[config.mk]
export PLATFORM = sky130hd
export DESIGN_NAME = btb_flat
export DESIGN_NICKNAME = d
export VERILOG_FILES = /design/src/fetch_pkg.sv /design/src/fetch_pred_if.sv /design/src/btb.sv /design/src/flat_wrapper.sv
export SDC_FILE = /design/constraint.sdc
export NUM_CORES = 1
export LEC_CHECK = 0
export BUFFER_PORTS_ARGS = -buffer_cell sky130_fd_sc_hd__buf_2
export CAP_MARGIN = 20
export CORE_ASPECT_RATIO = 2
export CORE_UTILIZATION = 65
export DETAILED_ROUTE_END_ITERATION = 16
export GPL_TIMING_DRIVEN = 0
export PLACE_DENSITY = 0.83
export SYNTH_ARGS = -nofsm -noshare
export SYNTH_HDL_FRONTEND = slang
export SYNTH_SLANG_ARGS = --single-unit
[constraint.sdc]
create_clock -name clk -period 12.2 [get_ports clk]
set_input_delay 1.22 -clock clk [delete_from_list [all_inputs] [get_ports clk]]
set_output_delay 1.22 -clock clk [all_outputs]
set_load 0.01 [all_outputs]
[src/fetch_pkg.sv]
package fetch_pkg;

  // Width of every address, PC and branch target in the front end
  localparam int XLEN = 32;

  // The first instruction handed to decode after reset sits here
  localparam logic [XLEN-1:0] RESET_PC = 32'h0000_0000;

  // Canonical NOP (addi x0, x0, 0) that replaces squashed fetch slots
  localparam logic [31:0] I_NOP = 32'h0000_0013;

  // Instruction RAM size in 32-bit words
  localparam int IMEM_DEPTH = 256;

  // Word address width of the instruction RAM
  localparam int IMEM_AW = 8;

  // Direct-mapped BTB with one entry per index
  localparam int BTB_ENTRIES = 16;
  localparam int BTB_IDX_W = 4;

  // The BTB tag keeps every PC bit above the index and the byte offset
  localparam int BTB_TAG_W = XLEN - BTB_IDX_W - 2;

  // Return address stack depth and its pointer width
  localparam int RAS_DEPTH = 4;
  localparam int RAS_PTR_W = 2;

endpackage

[src/fetch_pred_if.sv]
`timescale 1ns/10ps

interface fetch_pred_if;
  import fetch_pkg::*;

  // BTB result for the PC looked up in this cycle
  logic            hit;
  logic            taken;
  logic [XLEN-1:0] target;
  logic            is_return;

  // Current top of the return address stack
  logic            ras_valid;
  logic [XLEN-1:0] ras_target;

  // The BTB fills the branch fields of the prediction
  modport btb_src(output hit, output taken, output target, output is_return);

  // The RAS fills its own fields and looks at the BTB flags to decide on a pop
  modport ras_src(output ras_valid, output ras_target, input hit, input taken,
                  input is_return);

  // Next-PC selection and the fetch stage only read the prediction
  modport sink(input hit, input taken, input target, input is_return, input ras_valid,
               input ras_target);

endinterface

[src/btb.sv]
`timescale 1ns/10ps

module btb (
  input  logic                       clk,
  input  logic                       rst_n,
  input  logic [fetch_pkg::XLEN-1:0] lookup_pc,
  input  logic                       upd_valid,
  input  logic [fetch_pkg::XLEN-1:0] upd_pc,
  input  logic [fetch_pkg::XLEN-1:0] upd_target,
  input  logic                       upd_taken,
  input  logic                       upd_is_call,
  input  logic                       upd_is_return,
  fetch_pred_if.btb_src              pred,
  output logic                       hit_is_call
);
  import fetch_pkg::*;

  // Per-entry state, only the valid bits need a known value after reset
  logic                 entry_valid  [BTB_ENTRIES];
  logic [BTB_TAG_W-1:0] entry_tag    [BTB_ENTRIES];
  logic [XLEN-1:0]      entry_target [BTB_ENTRIES];
  logic                 entry_taken  [BTB_ENTRIES];
  logic                 entry_call   [BTB_ENTRIES];
  logic                 entry_return [BTB_ENTRIES];

  logic [BTB_IDX_W-1:0] lookup_idx;
  logic [BTB_TAG_W-1:0] lookup_tag;
  logic [BTB_IDX_W-1:0] upd_idx;
  logic [BTB_TAG_W-1:0] upd_tag;
  logic                 lookup_hit;

  // Word-aligned PCs, so bits [1:0] never take part in index or tag
  assign lookup_idx = lookup_pc[BTB_IDX_W+1:2];
  assign lookup_tag = lookup_pc[XLEN-1:BTB_IDX_W+2];
  assign upd_idx    = upd_pc[BTB_IDX_W+1:2];
  assign upd_tag    = upd_pc[XLEN-1:BTB_IDX_W+2];

  // An update marks its entry as live until the next reset
  always_ff @(posedge clk) begin
    if (!rst_n) begin
      for (int i = 0; i < BTB_ENTRIES; i++) begin
        entry_valid[i] <= 1'b0;
      end
    end else if (upd_valid) begin
      entry_valid[upd_idx] <= 1'b1;
    end
  end

  // A later update to the same index simply replaces the old branch
  always_ff @(posedge clk) begin
    if (upd_valid) begin
      entry_tag[upd_idx]    <= upd_tag;
      entry_target[upd_idx] <= upd_target;
      entry_taken[upd_idx]  <= upd_taken;
      entry_call[upd_idx]   <= upd_is_call;
      entry_return[upd_idx] <= upd_is_return;
    end
  end

  // Lookup is purely combinational so pc_gen can use it in the same cycle
  assign lookup_hit = entry_valid[lookup_idx] && (entry_tag[lookup_idx] == lookup_tag);

  // All flags are qualified by the hit so a stale entry never leaks out
  assign pred.hit       = lookup_hit;
  assign pred.taken     = lookup_hit && entry_taken[lookup_idx];
  assign pred.target    = entry_target[lookup_idx];
  assign pred.is_return = lookup_hit && entry_return[lookup_idx];
  assign hit_is_call    = lookup_hit && entry_call[lookup_idx];

endmodule

[src/flat_wrapper.sv]
// flat-port wrapper written by rule: the top's interface ports become plain ports
module btb_flat import fetch_pkg::*;
  (clk, rst_n, lookup_pc, upd_valid, upd_pc, upd_target, upd_taken, upd_is_call, upd_is_return, hit_is_call, pred_hit, pred_taken, pred_target, pred_is_return);
  fetch_pred_if pred_i ();
  input  logic clk;
  input  logic rst_n;
  input  logic [fetch_pkg::XLEN-1:0] lookup_pc;
  input  logic upd_valid;
  input  logic [fetch_pkg::XLEN-1:0] upd_pc;
  input  logic [fetch_pkg::XLEN-1:0] upd_target;
  input  logic upd_taken;
  input  logic upd_is_call;
  input  logic upd_is_return;
  output logic hit_is_call;
  output wire logic [$bits(pred_i.hit)-1:0] pred_hit;
  output wire logic [$bits(pred_i.taken)-1:0] pred_taken;
  output wire logic [$bits(pred_i.target)-1:0] pred_target;
  output wire logic [$bits(pred_i.is_return)-1:0] pred_is_return;
  assign pred_hit = pred_i.hit;
  assign pred_taken = pred_i.taken;
  assign pred_target = pred_i.target;
  assign pred_is_return = pred_i.is_return;
  btb u_core (.clk(clk), .rst_n(rst_n), .lookup_pc(lookup_pc), .upd_valid(upd_valid), .upd_pc(upd_pc), .upd_target(upd_target), .upd_taken(upd_taken), .upd_is_call(upd_is_call), .upd_is_return(upd_is_return), .pred(pred_i), .hit_is_call(hit_is_call));
endmodule
==> results by group <==
STA
  • Min Tclk post-route: 6.79 ns
  • Fmax: 147 MHz
  • Final Max Slew Viols: 0
  • Tcrit/Tclk final: 55.7%
  • Final worst slack: 5.41 ns
  • Least-Margin Pin Slew: 1.19 ns
  • Final setup vio count: 0
  • Slew HR: 20.4%
  • Setup skew after layout: 0 ns
  • Hold Fails Final Rpt: 0
  • RSZ-0062 raised after global routing: false

Setup path
  • CP cell instances: buf_2, buf_1, buf_2, buf_4, clkbuf_1, a31oi_1, a2111oi_4, and4_1, buf_2
  • Worst Path Arrival: 5.57 ns
  • Critical path's most frequent cell: buf_2
  • CP Launch Type: input pin
  • Slowest stage delay, CP: 0.90 ns
  • Worst path required time: 10.98 ns
  • Max FO, Critical Path: 10
  • Critical path type: input pin to primary output
  • Critical path's top delay family: buffers and inverters
  • CP max-delay cell: clkbuf_1
  • CP bufs+invs: 6
  • Critical path endpoint category: primary output

Global routing
  • Overflow after GRT: 0
  • First-pass GRT wire length: 142 mm
  • Largest net degree at the start of global routing: 24
  • Tot GR Track Use: 34.9%
  • Antenna violations before repair: 13
  • Vias in the first global route: 20188

Yosys
  • #FFs+latches synth: 992
  • Syn avg cell area: 23.6 um2
  • Syn_nets: 1718
  • Post-synth EDFFs: 976
  • Post-synthesis sequential area ratio: 77.8%
  • Synth async-reset ratio: 0%
  • Top area cells in the synthesized netlist: edfxtp_1 (77%), mux4_2 (15%), mux2i_1 (1.7%)
  • Ys Warns: 0
  • Netlist cell types: 53
  • Area leader, netlist: edfxtp_1
  • Synthesized cell area: 38100 um2
  • Syn Inst Count: 1616
  • Post-synth top flop: edfxtp_1
  • Top cell type's share of synthesized area: 76.9%

Die
  • Die Wd: 173 um
  • # IOs: 138
  • Row count: 125
  • Die Ht: 344 um
  • Initial Util: 65.6%
  • CORE AREA: 58000 um2
  • Full die area: 59600 um2

Status
  • Status: finished, final reports clean

Drt
  • DR vias/cell: 7.17
  • Routed via count: 19556
  • Wirelength, routed: 101 mm
  • 1st-pass router iterations: 7
  • DRC errors left: 0
  • WL/cell: 37.1 um
  • 1st-iter DRT viols: 2595
  • Routed Antenna Nets: 0

Power and ir drop
  • Peak VDD IR: 0.147 mV
  • Pwr/cell area: 158 nW/um2
  • Leak pwr: 14.1 nW

Layout
  • Reg area: 29600 um2
  • Fin cells: 2729
  • Area Growth Syn to Fin: 14.3%
  • # fillers: 2961
  • Most frequent cells in the layout: edfxtp_1 (976), mux4_2 (256), buf_2 (168), clkbuf_16 (83), mux2i_1 (66)
  • Most common cell after layout, fill and taps aside: edfxtp_1
  • Ratio of cells with drive above 1 in the final layout: 34.1%
  • # nets final: 1994
  • Multi-input combinational cell area: 8090 um2

Placement
  • GP Congestion: 0.877
  • Placed cells: 2573
  • Port bufs: 129
  • Dpl hpwl: 62.2 mm
  • DP Worst Slack: 5.74 ns

CTS
  • TritonCTS clock tree: built
  • H-tree depth: 3
  • Post-CTS Hold Fix Bufs: 0
  • Max Buffers Root-to-Sink: 3
  • Cts bufs inserted: 79
  • Post-CTS setup buffers: 0
  • Worst-Skew Late Latency: 0.62 ns
  • Cell chosen for the clock root: clkbuf_16
  • Reg clk slew, reported paths: 0.06 ns
  • CTS resizes: 0
  • Clock Sinks: 992

Flow run
  • Max-Cap Viols: 0

Min path
  • Worst hold path type: flip-flop to flip-flop
==> path summary, 6_finish.rpt <==
path / startpoint / depth (start not counted) / slack (ns) / endpoint
max: lookup_pc[5] / 9 / 5.41 / pred_is_return
min: u_core.entry_valid[4]$_DFF_P_ / 1 / 0.46 / u_core.entry_valid[4]$_DFF_P_
max reg2reg: u_core.entry_valid[1]$_DFF_P_ / 1 / 11.60 / u_core.entry_valid[1]$_DFF_P_
min reg2reg: u_core.entry_valid[4]$_DFF_P_ / 1 / 0.46 / u_core.entry_valid[4]$_DFF_P_
==> cell families after synthesis <==
kind of cell / count (synthesis) / synth area share [%]
buf+inv: 80 / 1.27
xor+xnor: 34 / 0.782
simple gates: 96 / 1.34
compound gates: 79 / 1.56
flops: 992 / 77.8
mux: 335 / 17.3
==> registers in the layout, summed over array words and instances, names as in the netlist <==
| name | count |
|---|---|
| u_core.entry_return | 16 |
| u_core.entry_valid | 16 |
| u_core.entry_call | 16 |
| u_core.entry_target | 512 |
| u_core.entry_tag | 416 |
| u_core.entry_taken | 16 |
==> cell usage after synthesis (all sizes together) (6+ instances only) <==
cell type,instances
xor2,24
nand2,19
nor3,9
a22oi,14
dfxtp,16
mux2i,66
a21oi,9
xnor2,10
nor2,22
clkbuf,19
nand3,7
mux4,256
a211oi,7
o21a,16
nor2b,10
buf,59
mux2,13
o21ai,6
edfxtp,976
nand2b,7
==> per-layer routing <==
metal,part of all wire [%],routed length (um),GRT usage (%),vias to the layer above
li1,-,-,-,7467
met1,31,31600,38.9,10107
met2,52,52800,60.0,1541
met3,8.8,8880,6.72,431
met4,7.7,7810,25.8,10
met5,0.066,67,0,-
==> through the flow <==
stage	area [um2]	util (%)	hold WS, ns	setup TNS, ns	power (mW)
after floorplan	38100	-	0.435	0	4.13
after global placement	39700	68.4	0.442	-8.18	4.30
after detailed placement	40900	70.5	0.450	0	4.33
after CTS	43500	75.0	0.465	0	6.90
after global routing	43500	75.0	0.493	0	7.03
final	43500	75.0	0.461	0	6.89
==> power by group <==
group | switching (mW) | total [mW] | internal [mW]
Clock | 1.20 | 2.62 | 1.42
Sequential | 0.0215 | 3.83 | 3.81
Combinational | 0.263 | 0.437 | 0.175
Total | 1.48 | 6.89 | 5.41
==> cell type report <==
| cell class | instances | share of cell area [%] |
|---|---|---|
| clock buffer | 94 | 4.87 |
| buffer | 78 | 1.10 |
| clock inverter | 50 | 1.12 |
| sequential | 992 | 68.1 |
| inverter | 2 | 0.0172 |
| antenna | 12 | 0.0690 |
| timing repair buffer | 195 | 4.01 |
| tap | 762 | 2.19 |
| multi-input combinational | 544 | 18.6 |
(Power assumes the default switching activity.)
