`src/fetch_pkg.sv`:
```
package fetch_pkg;

  // Width of every address, PC and branch target in the front end
  localparam int XLEN = 32;

  // The first instruction handed to decode after reset sits here
  localparam logic [XLEN-1:0] RESET_PC = 32'h0000_0000;

  // Canonical NOP (addi x0, x0, 0) that replaces squashed fetch slots
  localparam logic [31:0] I_NOP = 32'h0000_0013;

  // Instruction RAM size in 32-bit words
  localparam int IMEM_DEPTH = 256;

  // Word address width of the instruction RAM
  localparam int IMEM_AW = 8;

  // Direct-mapped BTB with one entry per index
  localparam int BTB_ENTRIES = 16;
  localparam int BTB_IDX_W = 4;

  // The BTB tag keeps every PC bit above the index and the byte offset
  localparam int BTB_TAG_W = XLEN - BTB_IDX_W - 2;

  // Return address stack depth and its pointer width
  localparam int RAS_DEPTH = 4;
  localparam int RAS_PTR_W = 2;

endpackage

```
`src/fetch_pred_if.sv`:
```
`timescale 1ns/10ps

interface fetch_pred_if;
  import fetch_pkg::*;

  // BTB result for the PC looked up in this cycle
  logic            hit;
  logic            taken;
  logic [XLEN-1:0] target;
  logic            is_return;

  // Current top of the return address stack
  logic            ras_valid;
  logic [XLEN-1:0] ras_target;

  // The BTB fills the branch fields of the prediction
  modport btb_src(output hit, output taken, output target, output is_return);

  // The RAS fills its own fields and looks at the BTB flags to decide on a pop
  modport ras_src(output ras_valid, output ras_target, input hit, input taken,
                  input is_return);

  // Next-PC selection and the fetch stage only read the prediction
  modport sink(input hit, input taken, input target, input is_return, input ras_valid,
               input ras_target);

endinterface

```
`src/if_stage_bram.sv`:
```
`timescale 1ns/10ps

module if_stage_bram #(
  parameter int BPRED = 1
) (
  input  logic                       clk,
  input  logic                       rst_n,
  input  logic [fetch_pkg::XLEN-1:0] pc,
  input  logic [fetch_pkg::XLEN-1:0] pc_next,
  input  logic                       id_ready,
  input  logic                       flush,
  fetch_pred_if.sink                 pred,
  input  logic [31:0]                imem_rdata,
  output logic                       imem_ren,
  output logic [fetch_pkg::XLEN-1:0] imem_addr,
  output logic                       valid_id,
  output logic [31:0]                instr_id,
  output logic [fetch_pkg::XLEN-1:0] pc_id,
  output logic [fetch_pkg::XLEN-1:0] pc_plus4_id,
  output logic                       btb_hit_id,
  output logic                       btb_taken_id,
  output logic [fetch_pkg::XLEN-1:0] btb_target_id,
  output logic                       btb_is_return_id,
  output logic                       ras_valid_id,
  output logic [fetch_pkg::XLEN-1:0] ras_target_id
);
  import fetch_pkg::*;

  // The slot is the PC and prediction that belong to the word on imem_rdata
  logic            stall;
  logic [XLEN-1:0] slot_pc;
  logic            slot_hit;
  logic            slot_taken;
  logic [XLEN-1:0] slot_target;
  logic            slot_is_return;
  logic            slot_ras_valid;
  logic [XLEN-1:0] slot_ras_target;
  logic            flush_extend;
  logic            started;

  // Same advance condition as pc_gen so RAM address and PC never drift apart
  assign stall = !id_ready && !flush;

  if (BPRED != 0) begin : g_early_fetch
    // The RAM reads pc_next at the edge pc loads it, so the word on
    // imem_rdata always belongs to the current pc and its live lookup
    assign imem_addr       = pc_next;
    assign imem_ren        = !rst_n || !stall;
    assign slot_pc         = pc;
    assign slot_hit        = pred.hit;
    assign slot_taken      = pred.taken;
    assign slot_target     = pred.target;
    assign slot_is_return  = pred.is_return;
    assign slot_ras_valid  = pred.ras_valid;
    assign slot_ras_target = pred.ras_target;

    // The redirect target is read at the redirect edge, nothing stale remains
    assign flush_extend = 1'b0;
  end else begin : g_late_fetch
    assign imem_addr = pc;
    assign imem_ren  = !stall;

    // Capture address and prediction together with the RAM read
    always_ff @(posedge clk) begin
      if (!rst_n) begin
        slot_hit       <= 1'b0;
        slot_taken     <= 1'b0;
        slot_is_return <= 1'b0;
        slot_ras_valid <= 1'b0;
      end else if (imem_ren) begin
        slot_hit       <= pred.hit;
        slot_taken     <= pred.taken;
        slot_is_return <= pred.is_return;
        slot_ras_valid <= pred.ras_valid;
      end
    end

    always_ff @(posedge clk) begin
      if (imem_ren) begin
        slot_pc         <= imem_addr;
        slot_target     <= pred.target;
        slot_ras_target <= pred.ras_target;
      end
    end

    // The old sequential word was already read when the redirect came in.
    // Keep the extra squash pending until decode takes that slot.
    always_ff @(posedge clk) begin
      if (!rst_n) begin
        flush_extend <= 1'b0;
      end else begin
        flush_extend <= flush || (flush_extend && !id_ready);
      end
    end
  end

  // Prediction flags toward decode
  always_ff @(posedge clk) begin
    if (!rst_n) begin
      btb_hit_id       <= 1'b0;
      btb_taken_id     <= 1'b0;
      btb_is_return_id <= 1'b0;
      ras_valid_id     <= 1'b0;
    end else if (id_ready) begin
      btb_hit_id       <= slot_hit;
      btb_taken_id     <= slot_taken;
      btb_is_return_id <= slot_is_return;
      ras_valid_id     <= slot_ras_valid;
    end
  end

  // Payload toward decode, meaningless until valid_id rises
  always_ff @(posedge clk) begin
    if (id_ready) begin
      pc_id         <= slot_pc;
      pc_plus4_id   <= slot_pc + XLEN'(4);
      btb_target_id <= slot_target;
      ras_target_id <= slot_ras_target;
    end
  end

  // Squashed slots carry a NOP so decode never sees a wrong-path word
  always_ff @(posedge clk) begin
    if (!rst_n || flush || flush_extend) begin
      instr_id <= I_NOP;
    end else if (id_ready) begin
      instr_id <= imem_rdata;
    end
  end

  // The first accepted edge after reset only primes the RAM output
  always_ff @(posedge clk) begin
    if (!rst_n) begin
      started  <= 1'b0;
      valid_id <= 1'b0;
    end else begin
      if (id_ready) begin
        started <= 1'b1;
      end
      if (flush || flush_extend) begin
        valid_id <= 1'b0;
      end else if (id_ready) begin
        valid_id <= started;
      end
    end
  end

endmodule

```
`src/flat_wrapper.sv`:
```
// flat-port wrapper written by rule: the top's interface ports become plain ports
module if_stage_bram_flat import fetch_pkg::*;
#(
  parameter int BPRED = 1
)
  (clk, rst_n, pc, pc_next, id_ready, flush, imem_rdata, imem_ren, imem_addr, valid_id, instr_id, pc_id, pc_plus4_id, btb_hit_id, btb_taken_id, btb_target_id, btb_is_return_id, ras_valid_id, ras_target_id, pred_hit, pred_taken, pred_target, pred_is_return, pred_ras_valid, pred_ras_target);
  fetch_pred_if pred_i ();
  input  logic clk;
  input  logic rst_n;
  input  logic [fetch_pkg::XLEN-1:0] pc;
  input  logic [fetch_pkg::XLEN-1:0] pc_next;
  input  logic id_ready;
  input  logic flush;
  input  logic [31:0] imem_rdata;
  output logic imem_ren;
  output logic [fetch_pkg::XLEN-1:0] imem_addr;
  output logic valid_id;
  output logic [31:0] instr_id;
  output logic [fetch_pkg::XLEN-1:0] pc_id;
  output logic [fetch_pkg::XLEN-1:0] pc_plus4_id;
  output logic btb_hit_id;
  output logic btb_taken_id;
  output logic [fetch_pkg::XLEN-1:0] btb_target_id;
  output logic btb_is_return_id;
  output logic ras_valid_id;
  output logic [fetch_pkg::XLEN-1:0] ras_target_id;
  input wire logic [$bits(pred_i.hit)-1:0] pred_hit;
  input wire logic [$bits(pred_i.taken)-1:0] pred_taken;
  input wire logic [$bits(pred_i.target)-1:0] pred_target;
  input wire logic [$bits(pred_i.is_return)-1:0] pred_is_return;
  input wire logic [$bits(pred_i.ras_valid)-1:0] pred_ras_valid;
  input wire logic [$bits(pred_i.ras_target)-1:0] pred_ras_target;
  assign pred_i.hit = pred_hit;
  assign pred_i.taken = pred_taken;
  assign pred_i.target = pred_target;
  assign pred_i.is_return = pred_is_return;
  assign pred_i.ras_valid = pred_ras_valid;
  assign pred_i.ras_target = pred_ras_target;
  if_stage_bram #(.BPRED(BPRED)) u_core (.clk(clk), .rst_n(rst_n), .pc(pc), .pc_next(pc_next), .id_ready(id_ready), .flush(flush), .pred(pred_i), .imem_rdata(imem_rdata), .imem_ren(imem_ren), .imem_addr(imem_addr), .valid_id(valid_id), .instr_id(instr_id), .pc_id(pc_id), .pc_plus4_id(pc_plus4_id), .btb_hit_id(btb_hit_id), .btb_taken_id(btb_taken_id), .btb_target_id(btb_target_id), .btb_is_return_id(btb_is_return_id), .ras_valid_id(ras_valid_id), .ras_target_id(ras_target_id));
endmodule
```
`config.mk`:
```
export PLATFORM = sky130hd
export DESIGN_NAME = if_stage_bram_flat
export DESIGN_NICKNAME = d
export VERILOG_FILES = /design/src/fetch_pkg.sv /design/src/fetch_pred_if.sv /design/src/if_stage_bram.sv /design/src/flat_wrapper.sv
export SDC_FILE = /design/constraint.sdc
export NUM_CORES = 1
export LEC_CHECK = 0
export ABC_AREA = 1
export BUFFER_PORTS_ARGS = -buffer_cell sky130_fd_sc_hd__buf_2
export CAP_MARGIN = 20
export CELL_PAD_IN_SITES_DETAIL_PLACEMENT = 1
export CELL_PAD_IN_SITES_GLOBAL_PLACEMENT = 1
export CORE_ASPECT_RATIO = 0.75
export CORE_MARGIN = 1.5
export CORE_UTILIZATION = 29
export CTS_CLUSTER_DIAMETER = 150
export DETAILED_ROUTE_END_ITERATION = 6
export PLACE_DENSITY_LB_ADDON = 0.12
export SLEW_MARGIN = 20
export SYNTH_ARGS = -nofsm -noshare
export SYNTH_HDL_FRONTEND = slang
export SYNTH_SLANG_ARGS = --single-unit
```
`constraint.sdc`:
```
create_clock -name clk -period 1.3 [get_ports clk]
set_input_delay 0.26 -clock clk [delete_from_list [all_inputs] [get_ports clk]]
set_output_delay 0.26 -clock clk [all_outputs]
set_load 0.005 [all_outputs]
```
==> results_dict.tcl <==
set metrics [dict create \
    setup_viol 0 \
    synth.area.top_cells "edfxtp_1 61%, dfxtp_1 12%, nand2_1 8.7%" \
    synth_area_leader_cell "edfxtp_1" \
    synth_cell_types 22 \
    synth_ff_type "edfxtp_1" \
    area_delta_synth_final_pct 51.5 \
    clk_path_buf_depth 2 \
    timing.final.ws_setup_ns 0.0272 \
    drt_first_pass_iters 6 \
    ys_seq_elements 164 \
    p_leak_nw 4.23 \
    holdWs_ns 0.0250 \
    drive_above_1_share_pct 44.6 \
    cp.arrival_ns 1.01 \
    ios 366 \
    first_iter_violations 208 \
    relSlewSlack_pct 80.6 \
    place_area_sq_mm 0.00823 \
    wl_um 20000 \
    stdcell_area_sq_mm 0.00946 \
    rr_worst_depth 2 \
    crit_chain "buf_2" \
    synth_warnings 0 \
    place_ws_ns -0.204 \
    slew_viol_final 0 \
    io_buffers 301 \
    cap_violations 0 \
    syn_avg_cell_area_sq_um 12.5 \
    holdPathStages 1 \
    cpPeakStageDelay_ns 0.43 \
    die_x_um 172 \
    overflow 0 \
    synthArstFlopShare_pct 0 \
    drc 0 \
    crit_path_end_kind "output port" \
    rr_endpoint "u_core.instr_id[10]" \
    die_y_um 130 \
    root_buffer "clkbuf_16" \
    clkSinkCount 164 \
    synth_area_sq_mm 0.00624 \
    hold_path_class "in -> reg" \
    path_delay_family "flip-flops" \
    final_nets 1057 \
    synth_top_cell_area_share_pct 60.6 \
    worstHoldEndpoint "u_core.btb_target_id[13]" \
    grtUsageTotal_pct 17.4 \
    synth_fp_nets 668 \
    max_freq_mhz 786 \
    cts.repair.resized 0 \
    clk_latency_ns 0.42 \
    crit_buf_inv 1 \
    first_global_vias 5302 \
    r2r_slack_ns 0.67 \
    setup_tns_ns 0 \
    viasPerCell 4.24 \
    grt_pass1_wl_um 28900 \
    syn_inst 499 \
    ir_worst_vdd_v 0.000872 \
    htreeDepth 4 \
    die_area_sq_mm 0.0224 \
    slowest_stage "edfxtp_1" \
    path_clk_slew_ns 0.07 \
    wl_per_cell_um 16.8 \
    antennaDiodeCount 0 \
    utilization_pct 44.8 \
    antenna_found_initial 0 \
    vias 5047 \
    yosysMostFrequentCell "nand2_1" \
    yosysSeqAreaShare_pct 72.8 \
    dp_cells 1093 \
    cts_tree "built" \
    startpoint "u_core.pc_plus4_id[30]" \
    gp_congestion 0.796 \
    fin_cells 1189 \
    worstSetupPathType "reg -> out" \
    critPathMaxFanout 1 \
    synth_common_cells "144 x nand2_1, 126 x edfxtp_1, 39 x nor2_1" \
    status "finished clean" \
    initial_utilization_pct 29.6 \
    min_from "pred_target[13]" \
    finClkSkew_ns 0.000109 \
    required_ns 1.04 \
    worstSetupStartpointType "flip-flop" \
    synth_edf_count 126 \
    cts_buffers 17 \
    dp_hpwl_um 15000 \
    min_period_ns 1.27 \
    worst_slew_pin_slew_ns 0.291 \
    ant_nets 0 \
    reg2reg_from "u_core.instr_id[10]" \
    design.core.area_sq_mm 0.0211 \
    powerDensity_mw_per_mm2 1320 \
    finalHoldViolCount 0 \
    power.total_mw 12.5 \
    grt_max_degree 56 \
    num_rows 46 \
    rsz0062_at_grt "true" \
    finalCritPeriodShare_pct 97.9 \
]
placed cells by master, fill, tap and decap left out, drive strengths merged, types with 4 or more instances in the layout:
cell	synthesis	layout
nand3b	8	8
nand2	150	150
xor2	10	10
nand3	9	9
buf	43	351
clkinv	0	4
edfxtp	126	126
dlygate4sd3	0	64
a21oi	30	30
xnor2	5	5
nor2	51	51
clkbuf	2	17
dfxtp	38	38
inv	18	27
o21ai	5	5
power breakdown:
group | total [mW] | switching [mW] | internal [mW] | leakage (nW)
clock | 4.99 | 2.42 | 2.58 | 0.281
sequential | 6.14 | 0.106 | 6.04 | 1.54
combinational | 1.33 | 0.653 | 0.674 | 2.41
total | 12.5 | 3.18 | 9.29 | 4.23
what timing repair did:
action                                 CTS  global route
setup endpoints to repair                0             2
endpoints found under the hold margin   63             1
setup buffers                            0             0
hold buffers                            63             1
flip-flops by register name, summed over array words and instances (netlist names):
register,cells
u_core.btb_target_id,32
u_core.instr_id,32
u_core.ras_target_id,32
u_core.ras_valid_id,1
u_core.valid_id,1
u_core.btb_is_return_id,1
u_core.started,1
u_core.pc_plus4_id,32
u_core.btb_taken_id,1
u_core.pc_id,30
u_core.btb_hit_id,1
final cells by class:
class / instances / area [sq um]
fillers: 2383 / 11700
flip-flops and latches: 164 / 4540
repair buffers: 415 / 2580
multi-input cells: 272 / 1320
clock buffers: 17 / 425
well taps: 288 / 360
clock inverters: 15 / 159
inverters: 18 / 67.6
worst max-delay path by stage:
stage,end,slack [ns],depth (start not counted)
global route,pc_plus4_id[30],-0.01,1
floorplan,u_core.pc_plus4_id[26],0.04,8
global placement,u_core.pc_plus4_id[22],-0.17,9
finish,pc_plus4_id[30],0.03,1
detailed placement,u_core.pc_plus4_id[26],-0.20,9
CTS,pc_plus4_id[30],0.002,1
cells by family after synthesis:
kind of cell	Yosys count	synth area share [%]
adders and majority gates	1	0.200
DFF	164	72.8
xor gates and xnor gates	15	2.23
buffers and inverters	63	6.01
AOI/OAI and AO/OA	35	2.81
and+or+nand+nor	221	16.0
per-layer routing:
| metal | track usage (%) | part of all wire [%] |
|---|---|---|
| met1 | 20.0 | 41 |
| met2 | 30.5 | 50 |
| met3 | 5.61 | 7.8 |
| met4 | 6.09 | 1.8 |
| met5 | 0 | 0 |
Power figures use the tool's default switching activity.
