### src/fetch_pkg.sv
package fetch_pkg;

  // Width of every address, PC and branch target in the front end
  localparam int XLEN = 32;

  // The first instruction handed to decode after reset sits here
  localparam logic [XLEN-1:0] RESET_PC = 32'h0000_0000;

  // Canonical NOP (addi x0, x0, 0) that replaces squashed fetch slots
  localparam logic [31:0] I_NOP = 32'h0000_0013;

  // Instruction RAM size in 32-bit words
  localparam int IMEM_DEPTH = 256;

  // Word address width of the instruction RAM
  localparam int IMEM_AW = 8;

  // Direct-mapped BTB with one entry per index
  localparam int BTB_ENTRIES = 16;
  localparam int BTB_IDX_W = 4;

  // The BTB tag keeps every PC bit above the index and the byte offset
  localparam int BTB_TAG_W = XLEN - BTB_IDX_W - 2;

  // Return address stack depth and its pointer width
  localparam int RAS_DEPTH = 4;
  localparam int RAS_PTR_W = 2;

endpackage

### src/fetch_pred_if.sv
`timescale 1ns/10ps

interface fetch_pred_if;
  import fetch_pkg::*;

  // BTB result for the PC looked up in this cycle
  logic            hit;
  logic            taken;
  logic [XLEN-1:0] target;
  logic            is_return;

  // Current top of the return address stack
  logic            ras_valid;
  logic [XLEN-1:0] ras_target;

  // The BTB fills the branch fields of the prediction
  modport btb_src(output hit, output taken, output target, output is_return);

  // The RAS fills its own fields and looks at the BTB flags to decide on a pop
  modport ras_src(output ras_valid, output ras_target, input hit, input taken,
                  input is_return);

  // Next-PC selection and the fetch stage only read the prediction
  modport sink(input hit, input taken, input target, input is_return, input ras_valid,
               input ras_target);

endinterface

### src/ras.sv
`timescale 1ns/10ps

module ras (
  input  logic                       clk,
  input  logic                       rst_n,
  input  logic                       advance,
  input  logic [fetch_pkg::XLEN-1:0] pc,
  input  logic                       hit_is_call,
  fetch_pred_if.ras_src              pred
);
  import fetch_pkg::*;

  logic [XLEN-1:0]      stack [RAS_DEPTH];
  logic [RAS_PTR_W-1:0] top_ptr;
  logic [RAS_PTR_W-1:0] push_ptr;
  logic [RAS_PTR_W:0]   count;
  logic                 nonempty;
  logic                 push;
  logic                 pop;

  // The stack is circular, a push beyond the depth overwrites the oldest entry
  assign push_ptr = top_ptr + 1'b1;
  assign nonempty = (count != '0);

  // Only act on predictions that are actually followed by the PC
  assign push = advance && hit_is_call && pred.taken;
  assign pop  = advance && pred.hit && pred.is_return && pred.taken && nonempty;

  always_ff @(posedge clk) begin
    if (!rst_n) begin
      top_ptr <= '0;
      count   <= '0;
    end else if (push) begin
      top_ptr <= push_ptr;
      // Count saturates at the depth since older entries get overwritten
      if (count != (RAS_PTR_W + 1)'(RAS_DEPTH)) begin
        count <= count + 1'b1;
      end
    end else if (pop) begin
      top_ptr <= top_ptr - 1'b1;
      count   <= count - 1'b1;
    end
  end

  // The return address of a call is the instruction right after it
  always_ff @(posedge clk) begin
    if (push) begin
      stack[push_ptr] <= pc + XLEN'(4);
    end
  end

  assign pred.ras_valid  = nonempty;
  assign pred.ras_target = stack[top_ptr];

endmodule

### src/flat_wrapper.sv
// flat-port wrapper written by rule: the top's interface ports become plain ports
module ras_flat import fetch_pkg::*;
  (clk, rst_n, advance, pc, hit_is_call, pred_ras_valid, pred_ras_target, pred_hit, pred_taken, pred_is_return);
  fetch_pred_if pred_i ();
  input  logic clk;
  input  logic rst_n;
  input  logic advance;
  input  logic [fetch_pkg::XLEN-1:0] pc;
  input  logic hit_is_call;
  output wire logic [$bits(pred_i.ras_valid)-1:0] pred_ras_valid;
  output wire logic [$bits(pred_i.ras_target)-1:0] pred_ras_target;
  input wire logic [$bits(pred_i.hit)-1:0] pred_hit;
  input wire logic [$bits(pred_i.taken)-1:0] pred_taken;
  input wire logic [$bits(pred_i.is_return)-1:0] pred_is_return;
  assign pred_ras_valid = pred_i.ras_valid;
  assign pred_ras_target = pred_i.ras_target;
  assign pred_i.hit = pred_hit;
  assign pred_i.taken = pred_taken;
  assign pred_i.is_return = pred_is_return;
  ras u_core (.clk(clk), .rst_n(rst_n), .advance(advance), .pc(pc), .hit_is_call(hit_is_call), .pred(pred_i));
endmodule
### config.mk
export PLATFORM = sky130hd
export DESIGN_NAME = ras_flat
export DESIGN_NICKNAME = d
export VERILOG_FILES = /design/src/fetch_pkg.sv /design/src/fetch_pred_if.sv /design/src/ras.sv /design/src/flat_wrapper.sv
export SDC_FILE = /design/constraint.sdc
export NUM_CORES = 1
export LEC_CHECK = 0
export BUFFER_PORTS_ARGS = -buffer_cell sky130_fd_sc_hd__buf_2
export CORE_ASPECT_RATIO = 1.75
export CORE_MARGIN = 1
export CORE_UTILIZATION = 48
export CTS_CLUSTER_DIAMETER = 120
export DETAILED_ROUTE_END_ITERATION = 8
export GPL_TIMING_DRIVEN = 0
export PLACE_DENSITY = 0.65
export RECOVER_POWER = 50
export SYNTH_ARGS = -nofsm -noshare
export SYNTH_HDL_FRONTEND = slang
export SYNTH_SLANG_ARGS = --single-unit
### constraint.sdc
create_clock -name clk -period 2.17 [get_ports clk]
set_input_delay 0.434 -clock clk [delete_from_list [all_inputs] [get_ports clk]]
set_output_delay 0.434 -clock clk [all_outputs]
set_load 0.02 [all_outputs]
==> flow_summary_export.csv, run 1 <==
group,metric,value,unit
finish,final_nets,433,
logic_synthesis,syn_area,5560,um^2
critical_path,critPathArrivalTime,1.70,ns
sta,rsz0062_at_grt,"yes",
finish,syn2layout_area_growth,23.7,%
drt,num_vias,2950,
sta,fmax,0.469,GHz
drt,drtIter0Drc,130,
clock_tree,htreeDepth,4,
die,initial_core_util,0.495,
sta,finClkSkew,0.00378,ns
finish,n_fill_cell,841,
logic_synthesis,yosysWarningCount,0,
critical_path,cp.required,1.74,ns
die,coreArea,11200,um^2
clock_tree,cts_hold_buf,0,
drt,drtPass1Iterations,4,
logic_synthesis,synth_cell_types,31,
place,gp_congestion,0.696,
min_path,whs_endpoint,"u_core.stack[1][1]",
place,dp.cells,500,
sta,fin_setup_tns,0,ns
clock_tree,clk-insertion-delay-late,0.41,ns
place,dp_hpwl,7.05,mm
drt,met3_wirelength,337,um
logic_synthesis,async_flop_share,0,
sta,setup_viol,0,
critical_path,startpoint_type,"flop",
critical_path,r2r_start,"u_core.top_ptr[0]",
logic_synthesis,synthCells,293,
power_and_ir_drop,p_leak,0.00233,uW
logic_synthesis,synth_area_leaders,"edfxtp_1 (69%), mux4_2 (13%), xnor2_1 (4.1%), dfxtp_1 (2.5%), nand4_1 (1.2%)",
drt,wl_per_cell,19.5,um
sta,tightestPinTransition,0.838,ns
run,cap_violations,0,
logic_synthesis,ys_ff_latch,135,
global_route,antenna_found_initial,0,
sta,fin_crit_sh,0.982,
global_route,grt_pass1_wl,16.7,mm
min_path,hp-class,"input pin to flop",
drt,highest_layer,"met4",
min_path,holdPathStages,1,
die,ios,72,
drt,vias_per_cell,5.53,
logic_synthesis,synthFlopType,"edfxtp_1",
drt,wl_met1,3.83,mm
clock_tree,cts_tree,"done",
clock_tree,clk_path_buf_depth,2,
drt,drtAntennaViolNets,0,
critical_path,r2r_end,"u_core.stack[1][4]",
drt,dr_wl_met2,6.03,mm
critical_path,reg2reg_slack,0.33,ns
power_and_ir_drop,power_density,924,nW/um^2
clock_tree,clk_pin_slew_worst_paths,0.06,ns
die,placementRows,51,
drt,routed_wirelength,10.4,mm
die,die-height,144,um
drt,drc_errors,0,
sta,drv_slew,0,
logic_synthesis,synth_top_area_share,0.691,
logic_synthesis,synth_nets,338,
critical_path,cp-end-kind,"output pin",
die,fp.dieW,83.4,um
critical_path,crit_type,"flop to output pin",
global_route,track_usage,0.192,
place,port-buffer-count,71,
logic_synthesis,synth_seq_area_share,0.716,
sta,final.min_clock_period,2.13,ns
sta,finalHoldViolations,0,
global_route,grt_max_degree,27,
global_route,grt_overflow,0,
finish,n_antenna_cell,0,
clock_tree,cts_sinks,135,
sta,slew_headroom,0.441,
global_route,grt_pass1_vias,3178,
power_and_ir_drop,irDropWorstVdd,0.000774,V
finish,stdcell_count,533,
status,status,"complete, no violations",
logic_synthesis,syn_avg_cell_area,19.0,um^2
finish,drive_above_1_share,0.362,
min_path,hp-start,"pc[1]",
critical_path,path_max_fanout,10,
logic_synthesis,yosysMostFrequentCell,"edfxtp_1",
clock_tree,numCtsBuffers,17,
die,die-area,12000,um^2
logic_synthesis,ys_top_cells_by_count,"edfxtp_1 (128), mux4_2 (32), xnor2_1 (26), nand2_1 (13), nand4_1 (11)",
logic_synthesis,synth_edf_count,128,
clock_tree,cts-root-buf,"clkbuf_16",
logic_synthesis,synth_area_leader_cell,"edfxtp_1",
critical_path,r2r_cells,4,
[cell type report]
cell class,instances,area [um^2],area share
timing repair buffer,77,460,0.0669
inverter,9,33.8,0.00491
clock inverter,13,204,0.0296
multi-input combinational,141,1510,0.219
buffer,7,86.3,0.0126
sequential,135,3990,0.580
clock buffer,19,433,0.0629
tap,132,165,0.0240
[routing by layer]
metal,vias to the layer above,GRT usage
met4,0,0.0735
li1,1362,-
met2,83,0.362
met3,14,0.0542
met5,-,0
met1,1491,0.200
[worst max-delay path by stage]
stage                startpoint             endpoint  slack (ns)  depth (start not counted)
floorplan           hit_is_call   u_core.stack[0][0]        0.16                          3
global placement    hit_is_call   u_core.stack[3][8]       -0.69                          4
detailed placement        pc[2]  u_core.stack[3][21]       -0.25                          5
CTS                        flop  pred_ras_target[24]      -0.009                          3
global route               flop  pred_ras_target[21]       -0.02                          3
finish                     flop  pred_ras_target[21]        0.04                          3
[placed cells by master, fill, tap and decap left out, types with 9 or more instances in the layout]
cell,instances
buf_2,64
clkbuf_16,17
edfxtp_1,128
inv_1,9
mux4_2,32
nand2_1,13
nand3_1,10
nand4_1,11
nor2_1,9
xnor2_1,26
[repair_timing]
| action | CTS | global route |
|---|---|---|
| pin swaps | 0 | 0 |
| setup endpoints to repair | 30 | 38 |
| setup buffers | 0 | 2 |
| gates resized for setup | 17 | 9 |
[report_power, final]
part | total, uW | switching [uW] | leakage [uW] | internal [uW]
clock | 3060 | 1030 | 0.000291 | 2030
combinational | 391 | 219 | 0.000822 | 172
sequential | 2910 | 18.3 | 0.00121 | 2890
[metrics by stage]
step,total power [uW],cell area [um^2],util,hold WS [ns],worst slack [ns]
floorplan,3190,5560,-,0.472,0.163
global placement,3330,6080,0.542,0.505,-0.688
detailed placement,3340,6170,0.549,0.517,-0.255
CTS,6380,6850,0.610,0.232,-0.00893
global route,6540,6880,0.613,0.292,-0.0192
finish,6360,6880,0.613,0.296,0.0380
[kinds of logic after synthesis]
family / share of synthesized area
compound gates: 0.00855
xor+xnor: 0.0504
fa+ha+maj: 0.0148
buf+inv: 0.0121
flops: 0.716
mux: 0.131
simple gates: 0.0666
[sequential cells by signal (all words and copies together), names as in the netlist, named ones only]
name,cells
u_core.count,3
u_core.top_ptr,2
u_core.stack,128
[critical path: stages (launching register included)]
cell	delay [ns]
dfxtp_4	0.41
buf_12	0.17
mux4_2	0.53
buf_2	0.18
No activity file was read; power rests on OpenSTA's default activity.
==> run 2, diff against run 1 <==
ABC_AREA = 1   (was default)
==> run 2 against run 1 <==
Maximum frequency up 0.94%. First-iteration DRC count increased by 120%. Hold slack lost 0.028 ns. Die area rose by 5.9%. Utilization shrank 1.6 points. Via count increased by 45%. Sequential share of layout area down 2.3 points. Total power fell by 3.5%.
==> flow_summary_export.csv, run 2 <==
group,metric,value,unit
status,status,"complete, no violations",
drt,highest_layer,"met4",
min_path,holdPathStages,1,
finish,final_cell_mix,"edfxtp_1 (128), nor2_1 (113), nand2_1 (78)",
logic_synthesis,syn_avg_cell_area,11.3,um^2
global_route,grt_overflow,0,
clock_tree,cts-root-buf,"clkbuf_16",
logic_synthesis,syn_area,5900,um^2
die,die-area,12700,um^2
drt,drtIter0Drc,283,
finish,multi_input_area,1710,um^2
logic_synthesis,ys_ff_latch,135,
clock_tree,cts_sinks,135,
logic_synthesis,synth_area_leader_cell,"edfxtp_1",
critical_path,r2r_start,"u_core.top_ptr[0]",
logic_synthesis,synthFlopType,"edfxtp_1",
logic_synthesis,synth_cell_types,27,
critical_path,startpoint_type,"flop",
clock_tree,htreeDepth,4,
critical_path,path_max_fanout,10,
drt,drc_errors,0,
logic_synthesis,synth_top_area_share,0.652,
global_route,grt_max_degree,26,
power_and_ir_drop,swShare,0.241,
die,coreArea,12000,um^2
place,port-buffer-count,71,
finish,largest_reg_flops,128,
clock_tree,clk_pin_slew_worst_paths,0.06,ns
finish,largest_register,"u_core.stack",
finish,n_antenna_cell,0,
power_and_ir_drop,p_leak,0.00260,uW
die,die-height,149,um
die,placementRows,53,
place,dp_hpwl,10.0,mm
sta,tightestPinTransition,0.897,ns
finish,n_fill_cell,979,
power_and_ir_drop,pwr-share-seq,0.475,
global_route,grt_pass1_wl,22.4,mm
drt,met3_wirelength,774,um
logic_synthesis,synthCells,523,
die,fp.dieW,85.8,um
critical_path,cp-end-kind,"output pin",
sta,finClkSkew,0.00851,ns
sta,final.min_clock_period,2.11,ns
die,initial_core_util,0.491,
global_route,track_usage,0.242,
drt,wl_per_cell,18.0,um
run,cap_violations,0,
power_and_ir_drop,power_density,858,nW/um^2
clock_tree,cts_tree,"done",
finish,syn2layout_area_growth,21.4,%
power_and_ir_drop,cellInternalPower,4660,uW
power_and_ir_drop,irDropWorstVdd,0.000603,V
power_and_ir_drop,combPwrFrac,0.091,
sta,slew_headroom,0.400,
clock_tree,cts_hold_buf,0,
critical_path,critPathArrivalTime,1.68,ns
power_and_ir_drop,clkPwrFrac,0.434,
finish,top_regs,"u_core.stack (128), u_core.count (3), u_core.top_ptr (2)",
clock_tree,clk-insertion-delay-late,0.42,ns
drt,dr_wl_met2,7.95,mm
drt,drtPass1Iterations,6,
finish,drive_above_1_share,0.203,
finish,final_nets,662,
drt,num_vias,4266,
drt,drtAntennaViolNets,0,
sta,fin_setup_tns,0,ns
min_path,hp-class,"input pin to flop",
clock_tree,numCtsBuffers,17,
critical_path,cp.required,1.74,ns
sta,setup_viol,0,
logic_synthesis,synth_edf_count,128,
sta,finalHoldViolations,0,
logic_synthesis,synth_nets,568,
place,gp_congestion,0.937,
critical_path,r2r_cells,5,
clock_tree,cts_setup_buffers,0,
min_path,hp-start,"pc[1]",
drt,vias_per_cell,5.37,
critical_path,reg2reg_slack,0.20,ns
sta,fmax,0.473,GHz
drt,routed_wirelength,14.3,mm
global_route,antenna_found_initial,0,
power_and_ir_drop,power_switching,1480,uW
die,ios,72,
logic_synthesis,synth_seq_area_share,0.676,
sta,drv_slew,0,
logic_synthesis,async_flop_share,0,
logic_synthesis,ys_top_cells_by_count,"edfxtp_1 (128), nor2_1 (110), nand2_1 (76), o21ai_0 (65), o22ai_1 (32)",
clock_tree,clk_path_buf_depth,2,
finish,final_common_cell,"edfxtp_1",
finish,final-seq-area,3990,um^2
global_route,grt_pass1_vias,4348,
logic_synthesis,yosysWarningCount,0,
logic_synthesis,yosysMostFrequentCell,"edfxtp_1",
critical_path,crit_type,"flop to output pin",
logic_synthesis,synth_area_leaders,"edfxtp_1 (65%), nor2_1 (7.0%), o21ai_0 (5.5%), nand2_1 (4.8%), o22ai_1 (3.4%)",
sta,fin_crit_sh,0.973,
power_and_ir_drop,finalPower,6140,uW
drt,wl_met1,5.23,mm
[run 2: cell types whose count changed in the layout (fill, tap and decap cells not counted), moves of 8 or more]
cell | previous run | this run
nand4_1 | 11 | 3
o21ai_0 | 2 | 64
mux4_2 | 32 | 0
inv_1 | 9 | 20
nor2_1 | 9 | 113
xnor2_1 | 26 | 13
nand2_1 | 13 | 78
o22ai_1 | 0 | 32
[run 2: repair_timing]
| item | CTS | global route |
|---|---|---|
| gates resized for setup | 35 | 18 |
| cloned | 0 | 0 |
| setup endpoints to repair | 32 | 20 |
[run 2: worst paths after layout]
| kind | to |
|---|---|
| worst max-delay path | pred_ras_target[24] |
| worst min-delay path | u_core.stack[1][1] |
| worst max register to register | u_core.stack[3][7] |
| worst min register to register | u_core.count[1] |
[run 2: through the flow]
stage,utilization,hold WS [ns],setup slack (ns),instances,cell area (um^2)
floorplan,-,0.475,-0.238,523,5900
global placement,0.538,0.500,-1.53,759,6460
detailed placement,0.548,0.511,0.0488,763,6580
CTS,0.601,0.221,-0.000483,795,7210
global route,0.596,0.279,-0.00172,795,7160
finish,0.596,0.268,0.0579,795,7160
[run 2: metal layers]
layer | vias to the layer above | track usage
li1 | 2026 | -
met1 | 2049 | 0.269
met2 | 166 | 0.443
met3 | 25 | 0.0422
met4 | 0 | 0.114
met5 | - | 0
[run 2: area by class of cell]
type,instances,area share
flip-flops and latches,135,0.557
multi-input cells,346,0.239
clock inverters,14,0.0173
well taps,165,0.0288
repair buffers,75,0.0622
plain buffers,19,0.0229
clock buffers,18,0.0600
inverters,23,0.0128
[run 2: worst max-delay path, stage by stage, from the launching register on]
cell	delay (ns)
dfxtp_1	0.35
buf_6	0.17
buf_4	0.20
o21ai_0	0.10
o22ai_1	0.23
buf_2	0.21
[run 2: power by group through the flow]
stage                     clock [uW]  sequential [uW]  combinational [uW]
after detailed placement           0             2970                 542
after global routing            2800             2920                 610
after floorplan                    0             2960                 315
after global placement             0             2970                 520
after CTS                       2680             2910                 565
final                           2670             2910                 556
[run 2: logic make-up after synthesis]
logic type               synth area share
buffers and inverters              0.0278
adder cells (fa/ha/maj)            0.0140
AND/OR/NAND/NOR                     0.150
XOR/XNOR                           0.0371
AO/OA/AOI/OAI                      0.0957
flip-flops                          0.676
==> run 3, diff against run 2 <==
GPL_TIMING_DRIVEN = default   (was 0)
==> run 3 against run 2 <==
Wire length decreased by 4.4%. Hold slack improved by 0.015 ns. Combinational power decreased by 5.8%. Largest cell class unchanged. Critical endpoint is now pred_ras_target[10]. Cell area is 1.5% lower. Sequential share of layout area rose by 0.86 points. Global-route usage is 1.5 points lower.
==> flow_summary_export.csv, run 3 (synthesis results as in run 2) <==
group,metric,value,unit
drt,dr_wl_met2,7.54,mm
critical_path,startpoint_type,"flop",
die,die-height,149,um
critical_path,crit_type,"flop to output pin",
finish,drive_above_1_share,0.200,
drt,wl_per_cell,17.5,um
critical_path,r2r_cells,4,
finish,final-seq-area,3990,um^2
clock_tree,numCtsBuffers,17,
drt,wl_met1,5.33,mm
global_route,grt_max_degree,35,
place,port-buffer-count,71,
sta,fmax,0.476,GHz
finish,syn2layout_area_growth,19.5,%
die,die-area,12700,um^2
sta,finalHoldViolations,0,
sta,finClkSkew,0.00590,ns
power_and_ir_drop,power_density,881,nW/um^2
sta,slew_headroom,0.327,
clock_tree,cts_tree,"done",
status,status,"complete, no violations",
die,fp.dieW,85.8,um
die,ios,72,
drt,highest_layer,"met4",
place,dp.cells,752,
clock_tree,cts_sinks,135,
place,gp_congestion,0.915,
critical_path,cp-end-kind,"output pin",
drt,drtIter0Drc,194,
critical_path,r2r_end,"u_core.stack[0][29]",
clock_tree,clk-insertion-delay-late,0.41,ns
run,cap_violations,0,
finish,largest_reg_flops,128,
die,coreArea,12000,um^2
min_path,hp-class,"input pin to flop",
global_route,grt_overflow,0,
critical_path,slowest_delay,0.39,ns
clock_tree,clk_path_buf_depth,2,
sta,fin_crit_sh,0.967,
sta,rsz0062_at_grt,"no",
critical_path,critPathCapture,"pred_ras_target[10]",
finish,n_antenna_cell,0,
critical_path,path_max_fanout,16,
global_route,grt_pass1_wl,21.3,mm
finish,final_nets,651,
drt,drtPass1Iterations,5,
sta,tightestPinTransition,1.01,ns
drt,routed_wirelength,13.7,mm
global_route,grt_pass1_vias,4164,
die,initial_core_util,0.491,
finish,n_fill_cell,998,
finish,final_common_cell,"edfxtp_1",
critical_path,r2r_start,"u_core.top_ptr[0]",
global_route,antenna_found_initial,0,
die,placementRows,53,
clock_tree,cts-root-buf,"clkbuf_16",
global_route,track_usage,0.227,
critical_path,path_buf_inv,2,
critical_path,reg2reg_slack,0.24,ns
finish,final_cell_mix,"edfxtp_1 (128), nor2_1 (110), nand2_1 (78)",
drt,met3_wirelength,536,um
power_and_ir_drop,irDropWorstVdd,0.000586,V
critical_path,critPathArrivalTime,1.67,ns
sta,setup_viol,0,
place,dp_hpwl,9.21,mm
critical_path,worst-path-stages,4,
sta,drv_slew,0,
critical_path,path_cells,"buf_4, o21ai_0, o22ai_1, buf_2",
critical_path,cp_slowest_cell,"dfxtp_1",
drt,num_vias,4197,
finish,stdcell_count,784,
critical_path,critPathTopFamily,"buffers and inverters",
finish,multi_input_area,1710,um^2
sta,final.min_clock_period,2.10,ns
finish,largest_register,"u_core.stack",
clock_tree,clk_pin_slew_worst_paths,0.06,ns
critical_path,cp.required,1.74,ns
clock_tree,htreeDepth,4,
drt,vias_per_cell,5.35,
clock_tree,cts_setup_buffers,0,
finish,top_regs,"u_core.stack (128), u_core.count (3), u_core.top_ptr (2)",
power_and_ir_drop,p_leak,0.00256,uW
drt,drc_errors,0,
power_and_ir_drop,finalPower,6210,uW
drt,drtAntennaViolNets,0,
run 3: cell count changes in the layout (fill, tap and decap cells not counted), sizes merged:
cell	previous run	this run
buf	79	77
inv	28	26
clkinvlp	5	2
bufinv	1	2
clkbuf	33	23
clkinv	3	8
run 3: layout make-up:
cell class / instances / share of cell area
repair buffers: 83 / 0.0685
flip-flops and latches: 135 / 0.565
inverters: 23 / 0.0122
multi-input cells: 346 / 0.242
clock buffers: 17 / 0.0604
well taps: 165 / 0.0293
clock inverters: 15 / 0.0217
run 3: what timing repair did:
action,in CTS,in global routing
resized for setup,1,5
gates cloned,0,0
hold buffers,0,0
endpoints found under the setup margin,1,5
pin swaps,0,0
run 3: where the power goes:
part / switching [uW] / total (uW) / internal (uW) / leakage, uW
Combinational: 358 / 524 / 166 / 0.00106
Sequential: 16.6 / 2910 / 2900 / 0.00121
Clock: 1080 / 2770 / 1690 / 0.000284
run 3: worst reg2reg max path: cells and delay by family (launching register included):
kind / cells / cell delay [ns]
adders and majority gates: 1 / 0.18
buffers and inverters: 2 / 0.83
DFF: 1 / 0.44
and+or+nand+nor: 1 / 0.09
run 3: through the flow:
stage | setup slack, ns | hold slack, ns | util | setup TNS, ns | area (um^2)
floorplan | -0.238 | 0.475 | - | -30.52 | 5900
global placement | 0.391 | 0.509 | 0.544 | 0 | 6530
detailed placement | 0.347 | 0.527 | 0.544 | 0 | 6530
CTS | 0.0148 | 0.215 | 0.593 | 0 | 7110
global route | 0.0107 | 0.268 | 0.587 | 0 | 7050
finish | 0.0707 | 0.283 | 0.587 | 0 | 7050
run 3: worst min-delay path by stage:
stage               slack, ns         startpoint  cells past startpoint            endpoint
CTS                      0.21              pc[1]                      1  u_core.stack[1][1]
global route             0.27              pc[0]                      1  u_core.stack[2][0]
detailed placement       0.53  u_core.top_ptr[0]                      1                flop
floorplan                0.47  u_core.top_ptr[0]                      1                flop
global placement         0.51  u_core.top_ptr[0]                      1   u_core.top_ptr[0]
finish                   0.28              pc[0]                      1  u_core.stack[0][0]
run 3: layer usage:
metal,vias up,track usage
li1,2002,-
met1,2037,0.259
met4,0,0.117
met5,-,0
met2,137,0.405
met3,21,0.0394
